===== src/verilog/axi4_rd_pkg.sv =====
package axi4_rd_pkg;

	localparam int ADDR_W    = 32;
	localparam int DATA_W    = 32;
	localparam int ID_W      = 4;
	localparam int N_MASTERS = 2;
	localparam int N_SLAVES  = 2;
	localparam int MID_W     = 1;
	localparam int SID_W     = 2;

	typedef logic [ADDR_W-1:0]     addr_t;
	typedef logic [DATA_W-1:0]     data_t;
	typedef logic [ID_W-1:0]       id_t;
	typedef logic [ID_W+MID_W-1:0] sid_t;
	typedef logic [MID_W-1:0]      mid_t;
	typedef logic [SID_W-1:0]      slv_t;

	// No slave selected
	localparam slv_t SID_NONE = '1;

	// Inclusive address window of each external slave
	localparam addr_t SLAVE_BASE [N_SLAVES]  = '{32'h0000_0000, 32'h0001_0000};
	localparam addr_t SLAVE_LIMIT [N_SLAVES] = '{32'h0000_ffff, 32'h0001_ffff};

	typedef enum logic [1:0] {
		OKAY   = 2'b00,
		EXOKAY = 2'b01,
		SLVERR = 2'b10,
		DECERR = 2'b11
	} resp_e;

	typedef enum logic [1:0] {CAP_IDLE, CAP_DECODE, CAP_REQUEST} cap_state_e;

	typedef enum logic [1:0] {RT_IDLE, RT_WAIT_GNT, RT_STREAM} route_state_e;

endpackage

===== src/verilog/axi4_read_interconnect.sv =====
module axi4_read_interconnect (
	input  logic               clk,
	input  logic               rstn,
	input  logic               ar_valid_i  [axi4_rd_pkg::N_MASTERS],
	output logic               ar_ready_o  [axi4_rd_pkg::N_MASTERS],
	input  axi4_rd_pkg::addr_t ar_addr_i   [axi4_rd_pkg::N_MASTERS],
	input  axi4_rd_pkg::id_t   ar_id_i     [axi4_rd_pkg::N_MASTERS],
	input  logic [7:0]         ar_len_i    [axi4_rd_pkg::N_MASTERS],
	input  logic [2:0]         ar_size_i   [axi4_rd_pkg::N_MASTERS],
	input  logic [1:0]         ar_burst_i  [axi4_rd_pkg::N_MASTERS],
	output logic               r_valid_o   [axi4_rd_pkg::N_MASTERS],
	input  logic               r_ready_i   [axi4_rd_pkg::N_MASTERS],
	output axi4_rd_pkg::id_t   r_id_o      [axi4_rd_pkg::N_MASTERS],
	output axi4_rd_pkg::data_t r_data_o    [axi4_rd_pkg::N_MASTERS],
	output logic [1:0]         r_resp_o    [axi4_rd_pkg::N_MASTERS],
	output logic               r_last_o    [axi4_rd_pkg::N_MASTERS],
	output logic               sar_valid_o [axi4_rd_pkg::N_SLAVES],
	input  logic               sar_ready_i [axi4_rd_pkg::N_SLAVES],
	output axi4_rd_pkg::addr_t sar_addr_o  [axi4_rd_pkg::N_SLAVES],
	output axi4_rd_pkg::sid_t  sar_id_o    [axi4_rd_pkg::N_SLAVES],
	output logic [7:0]         sar_len_o   [axi4_rd_pkg::N_SLAVES],
	output logic [2:0]         sar_size_o  [axi4_rd_pkg::N_SLAVES],
	output logic [1:0]         sar_burst_o [axi4_rd_pkg::N_SLAVES],
	input  logic               sr_valid_i  [axi4_rd_pkg::N_SLAVES],
	output logic               sr_ready_o  [axi4_rd_pkg::N_SLAVES],
	input  axi4_rd_pkg::sid_t  sr_id_i     [axi4_rd_pkg::N_SLAVES],
	input  axi4_rd_pkg::data_t sr_data_i   [axi4_rd_pkg::N_SLAVES],
	input  logic [1:0]         sr_resp_i   [axi4_rd_pkg::N_SLAVES],
	input  logic               sr_last_i   [axi4_rd_pkg::N_SLAVES]
);
	import axi4_rd_pkg::*;

	// Capture stages, one per master
	slv_t       cap_sel       [N_MASTERS];
	logic       cap_req       [N_MASTERS];
	logic       cap_granted   [N_MASTERS];
	logic       cap_sar_ready [N_MASTERS];
	logic       cap_sar_valid [N_MASTERS];
	addr_t      cap_addr      [N_MASTERS];
	sid_t       cap_id        [N_MASTERS];
	logic [7:0] cap_len       [N_MASTERS];
	logic [2:0] cap_size      [N_MASTERS];
	logic [1:0] cap_burst     [N_MASTERS];

	// Slave side, the default slave sits at index N_SLAVES
	logic [N_MASTERS-1:0] ar_req       [N_SLAVES+1];
	logic                 ar_gnt       [N_SLAVES+1];
	mid_t                 ar_gnt_id    [N_SLAVES+1];
	logic                 slv_ar_valid [N_SLAVES+1];
	logic                 slv_ar_ready [N_SLAVES+1];
	sid_t                 slv_ar_id    [N_SLAVES+1];
	logic [7:0]           slv_ar_len   [N_SLAVES+1];
	logic                 slv_r_valid  [N_SLAVES+1];
	logic                 slv_r_ready  [N_SLAVES+1];
	sid_t                 slv_r_id     [N_SLAVES+1];
	data_t                slv_r_data   [N_SLAVES+1];
	logic [1:0]           slv_r_resp   [N_SLAVES+1];
	logic                 slv_r_last   [N_SLAVES+1];

	// Routers, one per slave
	mid_t       rt_target  [N_SLAVES+1];
	logic       rt_req     [N_SLAVES+1];
	logic       rt_granted [N_SLAVES+1];
	logic       rt_valid   [N_SLAVES+1];
	id_t        rt_id      [N_SLAVES+1];
	data_t      rt_data    [N_SLAVES+1];
	logic [1:0] rt_resp    [N_SLAVES+1];
	logic       rt_last    [N_SLAVES+1];

	// Read data arbitration, one arbiter per master
	logic [N_SLAVES:0] r_req    [N_MASTERS];
	logic              r_gnt    [N_MASTERS];
	slv_t              r_gnt_id [N_MASTERS];

	always_comb begin
		for (int s = 0; s <= N_SLAVES; s++) begin
			for (int m = 0; m < N_MASTERS; m++) begin
				ar_req[s][m] = cap_req[m] && (cap_sel[m] == slv_t'(s));
				r_req[m][s]  = rt_req[s] && (rt_target[s] == mid_t'(m));
			end
			rt_granted[s] = r_gnt[rt_target[s]] && (r_gnt_id[rt_target[s]] == slv_t'(s));
		end
		// Grant and ready seen by each capture stage come from its selected slave
		for (int m = 0; m < N_MASTERS; m++) begin
			cap_granted[m]   = 1'b0;
			cap_sar_ready[m] = 1'b0;
			for (int s = 0; s <= N_SLAVES; s++) begin
				if (cap_sel[m] == slv_t'(s)) begin
					cap_granted[m]   = ar_gnt[s] && (ar_gnt_id[s] == mid_t'(m));
					cap_sar_ready[m] = slv_ar_ready[s];
				end
			end
		end
	end

	for (genvar m = 0; m < N_MASTERS; m++) begin : g_master
		ar_request_capture capture_i (
			.clk(clk), .rstn(rstn), .master_idx_i(mid_t'(m)),
			.ar_valid_i(ar_valid_i[m]), .ar_ready_o(ar_ready_o[m]),
			.ar_addr_i(ar_addr_i[m]), .ar_id_i(ar_id_i[m]), .ar_len_i(ar_len_i[m]),
			.ar_size_i(ar_size_i[m]), .ar_burst_i(ar_burst_i[m]),
			.sel_o(cap_sel[m]), .req_o(cap_req[m]), .granted_i(cap_granted[m]),
			.sar_ready_i(cap_sar_ready[m]), .sar_valid_o(cap_sar_valid[m]),
			.sar_addr_o(cap_addr[m]), .sar_id_o(cap_id[m]), .sar_len_o(cap_len[m]),
			.sar_size_o(cap_size[m]), .sar_burst_o(cap_burst[m])
		);

		rr_arbiter #(.N_REQ(N_SLAVES + 1)) r_arb_i (
			.clk(clk), .rstn(rstn), .req_i(r_req[m]),
			.gnt_o(r_gnt[m]), .gnt_id_o(r_gnt_id[m])
		);

		// Granted router drives this master
		assign r_valid_o[m] = r_gnt[m] && rt_valid[r_gnt_id[m]];
		assign r_id_o[m]    = rt_id[r_gnt_id[m]];
		assign r_data_o[m]  = rt_data[r_gnt_id[m]];
		assign r_resp_o[m]  = rt_resp[r_gnt_id[m]];
		assign r_last_o[m]  = rt_last[r_gnt_id[m]];
	end

	for (genvar s = 0; s <= N_SLAVES; s++) begin : g_slave
		rr_arbiter #(.N_REQ(N_MASTERS)) ar_arb_i (
			.clk(clk), .rstn(rstn), .req_i(ar_req[s]),
			.gnt_o(ar_gnt[s]), .gnt_id_o(ar_gnt_id[s])
		);

		r_response_router router_i (
			.clk(clk), .rstn(rstn),
			.sr_valid_i(slv_r_valid[s]), .sr_ready_o(slv_r_ready[s]), .sr_id_i(slv_r_id[s]),
			.sr_data_i(slv_r_data[s]), .sr_resp_i(slv_r_resp[s]), .sr_last_i(slv_r_last[s]),
			.target_o(rt_target[s]), .req_o(rt_req[s]), .granted_i(rt_granted[s]),
			.r_valid_o(rt_valid[s]), .r_ready_i(r_ready_i[rt_target[s]]), .r_id_o(rt_id[s]),
			.r_data_o(rt_data[s]), .r_resp_o(rt_resp[s]), .r_last_o(rt_last[s])
		);

		// Granted capture stage drives this slave
		assign slv_ar_valid[s] = ar_gnt[s] && cap_sar_valid[ar_gnt_id[s]];
		assign slv_ar_id[s]    = cap_id[ar_gnt_id[s]];
		assign slv_ar_len[s]   = cap_len[ar_gnt_id[s]];

		if (s < N_SLAVES) begin : g_ext
			assign sar_valid_o[s]  = slv_ar_valid[s];
			assign sar_id_o[s]     = slv_ar_id[s];
			assign sar_len_o[s]    = slv_ar_len[s];
			assign sar_addr_o[s]   = cap_addr[ar_gnt_id[s]];
			assign sar_size_o[s]   = cap_size[ar_gnt_id[s]];
			assign sar_burst_o[s]  = cap_burst[ar_gnt_id[s]];
			assign slv_ar_ready[s] = sar_ready_i[s];
			assign slv_r_valid[s]  = sr_valid_i[s];
			assign slv_r_id[s]     = sr_id_i[s];
			assign slv_r_data[s]   = sr_data_i[s];
			assign slv_r_resp[s]   = sr_resp_i[s];
			assign slv_r_last[s]   = sr_last_i[s];
			assign sr_ready_o[s]   = slv_r_ready[s];
		end
	end

	// Unmapped reads end here
	decerr_slave decerr_slave_i (
		.clk(clk), .rstn(rstn),
		.ar_valid_i(slv_ar_valid[N_SLAVES]), .ar_ready_o(slv_ar_ready[N_SLAVES]),
		.ar_id_i(slv_ar_id[N_SLAVES]), .ar_len_i(slv_ar_len[N_SLAVES]),
		.r_valid_o(slv_r_valid[N_SLAVES]), .r_ready_i(slv_r_ready[N_SLAVES]),
		.r_id_o(slv_r_id[N_SLAVES]), .r_data_o(slv_r_data[N_SLAVES]),
		.r_resp_o(slv_r_resp[N_SLAVES]), .r_last_o(slv_r_last[N_SLAVES])
	);

endmodule


===== src/verilog/decerr_slave.sv =====
module decerr_slave (
	input  logic               clk,
	input  logic               rstn,
	input  logic               ar_valid_i,
	output logic               ar_ready_o,
	input  axi4_rd_pkg::sid_t  ar_id_i,
	input  logic [7:0]         ar_len_i,
	output logic               r_valid_o,
	input  logic               r_ready_i,
	output axi4_rd_pkg::sid_t  r_id_o,
	output axi4_rd_pkg::data_t r_data_o,
	output logic [1:0]         r_resp_o,
	output logic               r_last_o
);
	import axi4_rd_pkg::*;

	logic       busy;
	logic [7:0] beat_cnt;
	logic [7:0] len_q;

	assign r_valid_o = busy;
	assign r_last_o  = busy && (beat_cnt == len_q);
	assign r_data_o  = '0;
	assign r_resp_o  = DECERR;

	always_ff @(posedge clk) begin
		if (!rstn) begin
			busy       <= 1'b0;
			ar_ready_o <= 1'b0;
			beat_cnt   <= '0;
		end else if (!busy) begin
			if (ar_valid_i && ar_ready_o) begin
				ar_ready_o <= 1'b0;
				busy       <= 1'b1;
				beat_cnt   <= '0;
			end else begin
				// Ready follows valid by one cycle
				ar_ready_o <= ar_valid_i;
			end
		end else if (r_ready_i) begin
			if (r_last_o) begin
				busy <= 1'b0;
			end else begin
				beat_cnt <= beat_cnt + 1'b1;
			end
		end
	end

	always_ff @(posedge clk) begin
		if (!busy && ar_valid_i && ar_ready_o) begin
			r_id_o <= ar_id_i;
			len_q  <= ar_len_i;
		end
	end

endmodule


===== src/verilog/r_response_router.sv =====
module r_response_router (
	input  logic               clk,
	input  logic               rstn,
	input  logic               sr_valid_i,
	output logic               sr_ready_o,
	input  axi4_rd_pkg::sid_t  sr_id_i,
	input  axi4_rd_pkg::data_t sr_data_i,
	input  logic [1:0]         sr_resp_i,
	input  logic               sr_last_i,
	output axi4_rd_pkg::mid_t  target_o,
	output logic               req_o,
	input  logic               granted_i,
	output logic               r_valid_o,
	input  logic               r_ready_i,
	output axi4_rd_pkg::id_t   r_id_o,
	output axi4_rd_pkg::data_t r_data_o,
	output logic [1:0]         r_resp_o,
	output logic               r_last_o
);
	import axi4_rd_pkg::*;

	route_state_e state;
	logic         streaming;

	assign streaming = (state == RT_STREAM);

	// Hold the request for the whole burst so the grant stays put
	assign req_o = (state != RT_IDLE);

	// Valid and ready only meet while streaming
	assign r_valid_o  = streaming && sr_valid_i;
	assign sr_ready_o = streaming && r_ready_i;

	// Master tag removed on the way back
	assign r_id_o   = sr_id_i[ID_W-1:0];
	assign r_data_o = sr_data_i;
	assign r_resp_o = sr_resp_i;
	assign r_last_o = sr_last_i;

	always_ff @(posedge clk) begin
		if (!rstn) begin
			state <= RT_IDLE;
		end else begin
			case (state)
				RT_IDLE: begin
					if (sr_valid_i) begin
						state <= RT_WAIT_GNT;
					end
				end
				RT_WAIT_GNT: begin
					if (granted_i) begin
						state <= RT_STREAM;
					end
				end
				RT_STREAM: begin
					if (sr_valid_i && sr_ready_o && sr_last_i) begin
						state <= RT_IDLE;
					end
				end
				default: state <= RT_IDLE;
			endcase
		end
	end

	// Target master taken from the tag of the first beat
	always_ff @(posedge clk) begin
		if (state == RT_IDLE && sr_valid_i) begin
			target_o <= sr_id_i[ID_W +: MID_W];
		end
	end

endmodule


===== src/verilog/ar_request_capture.sv =====
module ar_request_capture (
	input  logic               clk,
	input  logic               rstn,
	input  axi4_rd_pkg::mid_t  master_idx_i,
	input  logic               ar_valid_i,
	output logic               ar_ready_o,
	input  axi4_rd_pkg::addr_t ar_addr_i,
	input  axi4_rd_pkg::id_t   ar_id_i,
	input  logic [7:0]         ar_len_i,
	input  logic [2:0]         ar_size_i,
	input  logic [1:0]         ar_burst_i,
	output axi4_rd_pkg::slv_t  sel_o,
	output logic               req_o,
	input  logic               granted_i,
	input  logic               sar_ready_i,
	output logic               sar_valid_o,
	output axi4_rd_pkg::addr_t sar_addr_o,
	output axi4_rd_pkg::sid_t  sar_id_o,
	output logic [7:0]         sar_len_o,
	output logic [2:0]         sar_size_o,
	output logic [1:0]         sar_burst_o
);
	import axi4_rd_pkg::*;

	cap_state_e state;
	slv_t       dec_sel;

	// Address map lookup, a miss goes to the default slave
	always_comb begin
		dec_sel = slv_t'(N_SLAVES);
		for (int s = 0; s < N_SLAVES; s++) begin
			if (sar_addr_o >= SLAVE_BASE[s] && sar_addr_o <= SLAVE_LIMIT[s]) begin
				dec_sel = slv_t'(s);
			end
		end
	end

	assign req_o       = (state == CAP_REQUEST);
	assign sar_valid_o = (state == CAP_REQUEST);

	always_ff @(posedge clk) begin
		if (!rstn) begin
			state      <= CAP_IDLE;
			ar_ready_o <= 1'b0;
			sel_o      <= SID_NONE;
		end else begin
			case (state)
				CAP_IDLE: begin
					ar_ready_o <= 1'b1;
					if (ar_valid_i && ar_ready_o) begin
						ar_ready_o <= 1'b0;
						state      <= CAP_DECODE;
					end
				end
				CAP_DECODE: begin
					sel_o <= dec_sel;
					state <= CAP_REQUEST;
				end
				CAP_REQUEST: begin
					// Leave once the selected slave takes the request
					if (granted_i && sar_ready_i) begin
						sel_o      <= SID_NONE;
						ar_ready_o <= 1'b1;
						state      <= CAP_IDLE;
					end
				end
				default: state <= CAP_IDLE;
			endcase
		end
	end

	// Request fields, master index goes into the upper ID bits
	always_ff @(posedge clk) begin
		if (ar_valid_i && ar_ready_o) begin
			sar_addr_o  <= ar_addr_i;
			sar_id_o    <= {master_idx_i, ar_id_i};
			sar_len_o   <= ar_len_i;
			sar_size_o  <= ar_size_i;
			sar_burst_o <= ar_burst_i;
		end
	end

endmodule


===== src/verilog/rr_arbiter.sv =====
module rr_arbiter #(
	parameter int N_REQ = 2
) (
	input  logic                     clk,
	input  logic                     rstn,
	input  logic [N_REQ-1:0]         req_i,
	output logic                     gnt_o,
	output logic [$clog2(N_REQ)-1:0] gnt_id_o
);

	logic [N_REQ-1:0]         last_gnt;
	logic [N_REQ-1:0]         above_last;
	logic [N_REQ-1:0]         masked_pri;
	logic [N_REQ-1:0]         unmasked_pri;
	logic [N_REQ-1:0]         win_vec;
	logic [$clog2(N_REQ)-1:0] win_id;

	// Positions strictly above the last winner
	always_comb begin
		above_last[0] = 1'b0;
		for (int i = 1; i < N_REQ; i++) begin
			above_last[i] = above_last[i-1] | last_gnt[i-1];
		end
	end

	// Lowest set bit of each candidate vector
	assign masked_pri   = (req_i & above_last) & (~(req_i & above_last) + 1'b1);
	assign unmasked_pri = req_i & (~req_i + 1'b1);
	assign win_vec      = (|masked_pri) ? masked_pri : unmasked_pri;

	always_comb begin
		win_id = '0;
		for (int i = 0; i < N_REQ; i++) begin
			if (win_vec[i]) begin
				win_id = ($clog2(N_REQ))'(i);
			end
		end
	end

	always_ff @(posedge clk) begin
		if (!rstn) begin
			gnt_o    <= 1'b0;
			gnt_id_o <= '0;
			last_gnt <= '0;
		end else if (!gnt_o) begin
			if (|req_i) begin
				gnt_o    <= 1'b1;
				gnt_id_o <= win_id;
				last_gnt <= win_vec;
			end
		end else if (!req_i[gnt_id_o]) begin
			// Owner released, back to idle for one cycle
			gnt_o <= 1'b0;
		end
	end

endmodule


===== config.mk =====
export PLATFORM = sky130hd
export DESIGN_NAME = axi4_read_interconnect
export DESIGN_NICKNAME = d
export VERILOG_FILES = /design/src/verilog/axi4_rd_pkg.sv /design/src/verilog/axi4_read_interconnect.sv /design/src/verilog/decerr_slave.sv /design/src/verilog/r_response_router.sv /design/src/verilog/ar_request_capture.sv /design/src/verilog/rr_arbiter.sv
export SDC_FILE = /design/constraint.sdc
export NUM_CORES = 1
export LEC_CHECK = 0
export ABC_AREA = 1
export BUFFER_PORTS_ARGS = -buffer_cell sky130_fd_sc_hd__buf_2
export CAP_MARGIN = 10
export CORE_ASPECT_RATIO = 2
export CORE_MARGIN = 2
export CORE_UTILIZATION = 25
export CTS_CLUSTER_DIAMETER = 200
export DETAILED_ROUTE_END_ITERATION = 10
export MAX_ROUTING_LAYER = met4
export PLACE_DENSITY = 0.58
export SETUP_SLACK_MARGIN = 0.2
export SLEW_MARGIN = 20
export SYNTH_ARGS = -nofsm -noshare
export SYNTH_HDL_FRONTEND = slang
export SYNTH_SLANG_ARGS = --single-unit

===== constraint.sdc =====
create_clock -name clk -period 1.7 [get_ports clk]
set_input_delay 0.34 -clock clk [delete_from_list [all_inputs] [get_ports clk]]
set_output_delay 0.34 -clock clk [all_outputs]
set_load 0.01 [all_outputs]

# --- After elaboration in Yosys (flattened, before gate mapping) ---
# Cells that the tools add are included.
word_totals:
  register_bits: 159
  input_bits: 188
  word_cells: 439
op_classes:
  n_reduce_logical: 95
  magnitude_cmp: 21
  eq_ne: 32
  n_bitwise: 46
  add_sub_neg: 11
  n_mux: 192
ops:
  columns: ["op", "count"]
  rows:
  - ["$mux W32", 10]
  - ["$bmux W32 S2", 2]
  - ["$mux W8", 13]
  - ["$mux W2", 43]
  - ["$mux W1", 84]
  - ["$ge A32 B1 Y1 const B", 2]
  - ["$ge A32 B17 Y1 const B", 2]
  - ["$le A32 B16 Y1 const B", 2]
  - ["$le A32 B17 Y1 const B", 2]
  - ["$logic_and A1 B1 Y1", 53]
  - ["$mux W5", 9]
  - ["$pmux W2 S3", 5]
  - ["$mux W3", 8]
  - ["$reduce_and A2 Y1", 11]
  - ["$and A2 B2 Y2", 9]
  - ["$and A3 B3 Y3", 6]
  - ["$ne A2 B2 Y1 const B", 9]
  - ["$bmux W4 S2", 2]
  - ["$eq A2 B1 Y1 const B", 8]
  - ["$eq A2 B2 Y1 const B", 8]
  - ["$logic_not A2 Y1", 8]
  - ["$mux W4", 4]
  - ["$reduce_bool A2 Y1", 8]
  - ["$add A2 B1 Y2 const B", 6]
  - ["other kinds (22)", 83]

# --- Logic depth before layout (Yosys ltp) ---
logic_depth:
  ltp_word: 10
  ltp_mapped: 10
  ltp_nobuf: 10

# --- Cells and area by module ---
# Synthesis repeated with hierarchy kept, for this count alone.
hier_totals:
  hier_cells: 1426
  hier_area_um2: 10577.6
by_module_without_submodules:
  columns: ["module", "seq_area_each_um2", "instances", "area_per_inst_um2", "cells_per_inst"]
  rows:
  - ["ar_request_capture", 1601.5, 2, 1800.5, 101]
  - ["axi4_read_interconnect", 0.0, 1, 3347.0, 756]
  - ["r_response_router", 70.1, 3, 447.9, 60]
  - ["decerr_slave", 590.6, 1, 1337.5, 154]
  - ["rr_arbiter at g_master[0].r_arb_i ...", 100.1, 2, 271.5, 40]
  - ["rr_arbiter at g_slave[0].ar_arb_i ...", 60.1, 3, 135.1, 18]

# --- Least setup slack after synthesis ---
# Ideal clock, no wire load.
synth_timing:
  path_type: "input -> register"
  start: "in ar_valid_i[0] (netlist bit)"
  end: "reg g_master[1].capture_i.sar_addr_o[0] (enable)"
  cell_stages: 2
  n_path_buf: 0
  slack_ns: -0.077
  t_arrival_ns: 1.373
  cell_sequence: "nand2_1 > inv_1"
synth_between:
  elab_chain_cells: 1
synth_rtl:
  columns: ["element", "line", "source"]
  rows:
  - ["start, declared", "axi4_read_interconnect.sv:4", "input logic ar_valid_i [axi4_rd_pkg::N_MASTERS],"]
  - ["$logic_and A1 B1 Y1", "ar_request_capture.sv:74", "if (ar_valid_i && ar_ready_o) begin"]
  - ["end signal, assigned", "ar_request_capture.sv:75", "sar_addr_o <= ar_addr_i;"]
  - ["end, declared", "ar_request_capture.sv:17", "output axi4_rd_pkg::addr_t sar_addr_o,"]
# Every way passes these cells.
# A chain may end at the register's enable or synchronous reset.

==> flow_metrics.env <==
export IMPL_setup_viol=181
export IMPL_ir_worst_vdd_mv=0.6077
export IMPL_yosys_warnings=0
export IMPL_synth_top_area_share_pct=40.91
export IMPL_grt_pass1_wl_um=58330
export IMPL_whs_path_depth=1
export IMPL_grt_overflow=0
export IMPL_max_freq_mhz=458.1
export IMPL_timing_final_ws_setup_ps=-482.8
export IMPL_grt_pass1_vias=10020
export IMPL_cts_root_buf="clkbuf_16"
export IMPL_synth_area_mux_share_pct=0
export IMPL_synth_nets=1210
export IMPL_dr_pass1_iters=5
export IMPL_slew_headroom_pct=64.36
export IMPL_r2r_cells=11
export IMPL_p_total_mw=10.99
export IMPL_dpl_hpwl_um=23530
export IMPL_drt_met1_wl_um=13090
export IMPL_io_pins=374
export IMPL_drv_slew=0
export IMPL_grt_total_usage_pct=23.23
export IMPL_synth_compound_area_share_pct=18.79
export IMPL_synth_simple_area_share_pct=16.69
export IMPL_violations="negative setup slack"
export IMPL_core_area_mm2=0.03293
export IMPL_rows=94
export IMPL_antenna_found_initial=9
export IMPL_clkLatencyLatePin_ps=450
export IMPL_synth_top_family_by_area="compound AO/OA/AOI/OAI gates"
export IMPL_cts_buffer_depth=2
export IMPL_clock_sinks=159
export IMPL_grt_max_degree=52
export IMPL_initial_core_util_pct=25.41
export IMPL_fin_skew_ps=8.497
export IMPL_mostFrequentLayoutCells="buf_2, inv_1, edfxtp_1"
export IMPL_end_kind="output port"
export IMPL_start_kind="register"
export IMPL_p_leak_nw=7.267
export IMPL_min_period_over_period_pct=128.4
export IMPL_clkTransAtPathRegs_ps=70
export IMPL_worstPathMaxFanout=7
export IMPL_io_buffers=373
export IMPL_final_util_pct=48.97
export IMPL_wl_per_cell_um=21.46
export IMPL_cp_required_ps=1360
export IMPL_power_density_mw_per_mm2=681.8
export IMPL_min_period_ps=2183
export IMPL_synth_cells=1021
export IMPL_synthTopCellsByArea="edfxtp_1, dfxtp_1, nand2_1"
export IMPL_netlist_top_cell_by_area="edfxtp_1"
export IMPL_drt_iter0_drc=416
export IMPL_finalWirelength_um=42570
export IMPL_hold_viol=0
export IMPL_die_height_um=262.7
export IMPL_maxCapViolCount=0
export IMPL_synth_seq_cells=159
export IMPL_drc=0
export IMPL_htree_levels=4
export IMPL_cp_arrival_ps=1840
export IMPL_antenna_left=0
export IMPL_die_area_mm2=0.03504
export IMPL_ys_seq_area_share_pct=51.67
export IMPL_ys_types=43
export IMPL_synth_area_per_cell_um2=8.196
export IMPL_via_per_inst=4.956
export IMPL_numCtsBuffers=17
export IMPL_nets=1720
export IMPL_gp_congestion=0.8621
export IMPL_wl_met2_um=23950
export IMPL_worst_slew_pin_transition_ps=529.0
export IMPL_tritoncts="yes"
export IMPL_finalSetupTns_ps=-35280
export IMPL_synth_fa_ha_area_share_pct=0.1495
export IMPL_netlist_area_mm2=0.008368
export IMPL_fillers=2842
export IMPL_cts_hold_buf=0
export IMPL_grt_setup_unrepaired="true"
export IMPL_async_reset_ff_share_pct=0
export IMPL_die_w_um=133.4
export IMPL_final_common_cell="buf_2"
export IMPL_synth_flop_cell="edfxtp_1"
export IMPL_routed_wl_met3_um=2640
export IMPL_synth_xor_area_share_pct=1.151
export IMPL_synth_edf_count=114
export IMPL_synthToLayoutAreaGrowth_pct=92.72
export IMPL_layout_drive_gt1_share_pct=61.98
export IMPL_critical_path_class="register to output port"
export IMPL_highest_layer="met4"
export IMPL_dr_total_vias=9832
export IMPL_status="complete, but fails checks"
export IMPL_hp_class="input port to register"
-- critical path: stages, from the launching register on --
cell and delay (ps):
dfxtp_4 370, inv_2 130, nand2_8 110, buf_12 170, buf_8 140, o22ai_2 250
buf_2 210
-- where the power goes --
part	switching, mW	internal, mW	total, mW
sequential	0.145	4.35	4.50
combinational	1.37	1.15	2.53
clock	1.76	2.21	3.97
-- per-layer routing --
| layer | track usage (%) | vias to the layer above |
|---|---|---|
| met5 | - | - |
| met4 | 14.26 | 0 |
| met3 | 4.475 | 167 |
| met2 | 45.49 | 530 |
| met1 | 19.44 | 4663 |
| li1 | - | 4472 |
-- synthesized netlist by cell type, types with 6 or more instances --
library cell  count
o22ai_1          64
nand2_2           6
o221ai_1          9
dfxtp_1          45
o21ai_0         138
buf_4             7
nor2_1           61
nand3_1          21
nand2_1         215
nor3_1           13
buf_2            16
edfxtp_1        114
inv_1           186
xnor2_1           6
a21oi_1          37
clkbuf_1         23
-- logic make-up (layout without fill, tap and decap cells) --
| logic type | count (synthesis) | in the layout |
|---|---|---|
| buffers and inverters | 241 | 763 |
| xor gates and xnor gates | 11 | 11 |
| adders and majority gates | 1 | 1 |
| AOI/OAI and AO/OA | 274 | 274 |
| other | 0 | 8 |
| DFF | 159 | 159 |
| and+or+nand+nor | 335 | 336 |
-- worst paths after layout --
path	from	to	slack, ps
setup / recovery	g_master[1].r_arb_i.gnt_id_o[0]	r_data_o[13]	-480
hold / removal	ar_addr_i[6]	g_master[1].capture_i.sar_addr_o[6]	60
setup reg to reg	g_slave[1].router_i.target_o	g_master[1].r_arb_i.gnt_id_o[0]	70
hold reg to reg	decerr_slave_i.r_id_o[4]	g_slave[2].router_i.target_o	430
-- through the flow --
stage	setup WS (ps)	instance area, um2	hold WS (ps)	instances
finish	-482.8	16130	57.24	1984
CTS	-368.4	14690	28.63	1951
detailed placement	-12.52	11020	405.2	1818
global placement	31.56	11020	400.8	1818
floorplan	202.2	8391	400.3	1021
global route	-525.4	16130	32.47	1984
-- registers in the layout, indices dropped and copies added (netlist names), 3 cells and up --
name,cells
g_master.r_arb_i.gnt_id_o,4
g_master.capture_i.sar_len_o,16
g_master.capture_i.state,4
g_master.capture_i.sar_size_o,6
g_slave.router_i.state,6
g_master.capture_i.sel_o,4
decerr_slave_i.r_id_o,5
g_master.capture_i.sar_burst_o,4
g_slave.ar_arb_i.last_gnt,3
g_master.capture_i.sar_id_o,8
g_slave.ar_arb_i.gnt_id_o,3
g_master.r_arb_i.last_gnt,4
decerr_slave_i.beat_cnt,8
g_slave.router_i.target_o,3
g_master.capture_i.sar_addr_o,64
decerr_slave_i.len_q,8
g_slave.ar_arb_i.gnt_o,3
-- cell type report --
type | count | area (um2) | area share [%]
clock inverter | 15 | 171.4 | 1.063
inverter | 188 | 723.2 | 4.484
antenna | 8 | 20.02 | 0.1241
sequential | 159 | 4352 | 26.98
clock buffer | 17 | 425.4 | 2.638
multi-input combinational | 622 | 5167 | 32.04
timing repair buffer | 543 | 4727 | 29.31
tap | 432 | 540.5 | 3.352
-- timing repair --
item | 4_1_cts | 5_1_grt
pin swaps | 69 | 61
gates resized for setup | 526 | 259
endpoints found under the setup margin | 188 | 223
gates cloned | 30 | 1
endpoints found under the hold margin | 0 | 0
setup buffers | 71 | 24
Power figures use the tool's default switching activity.
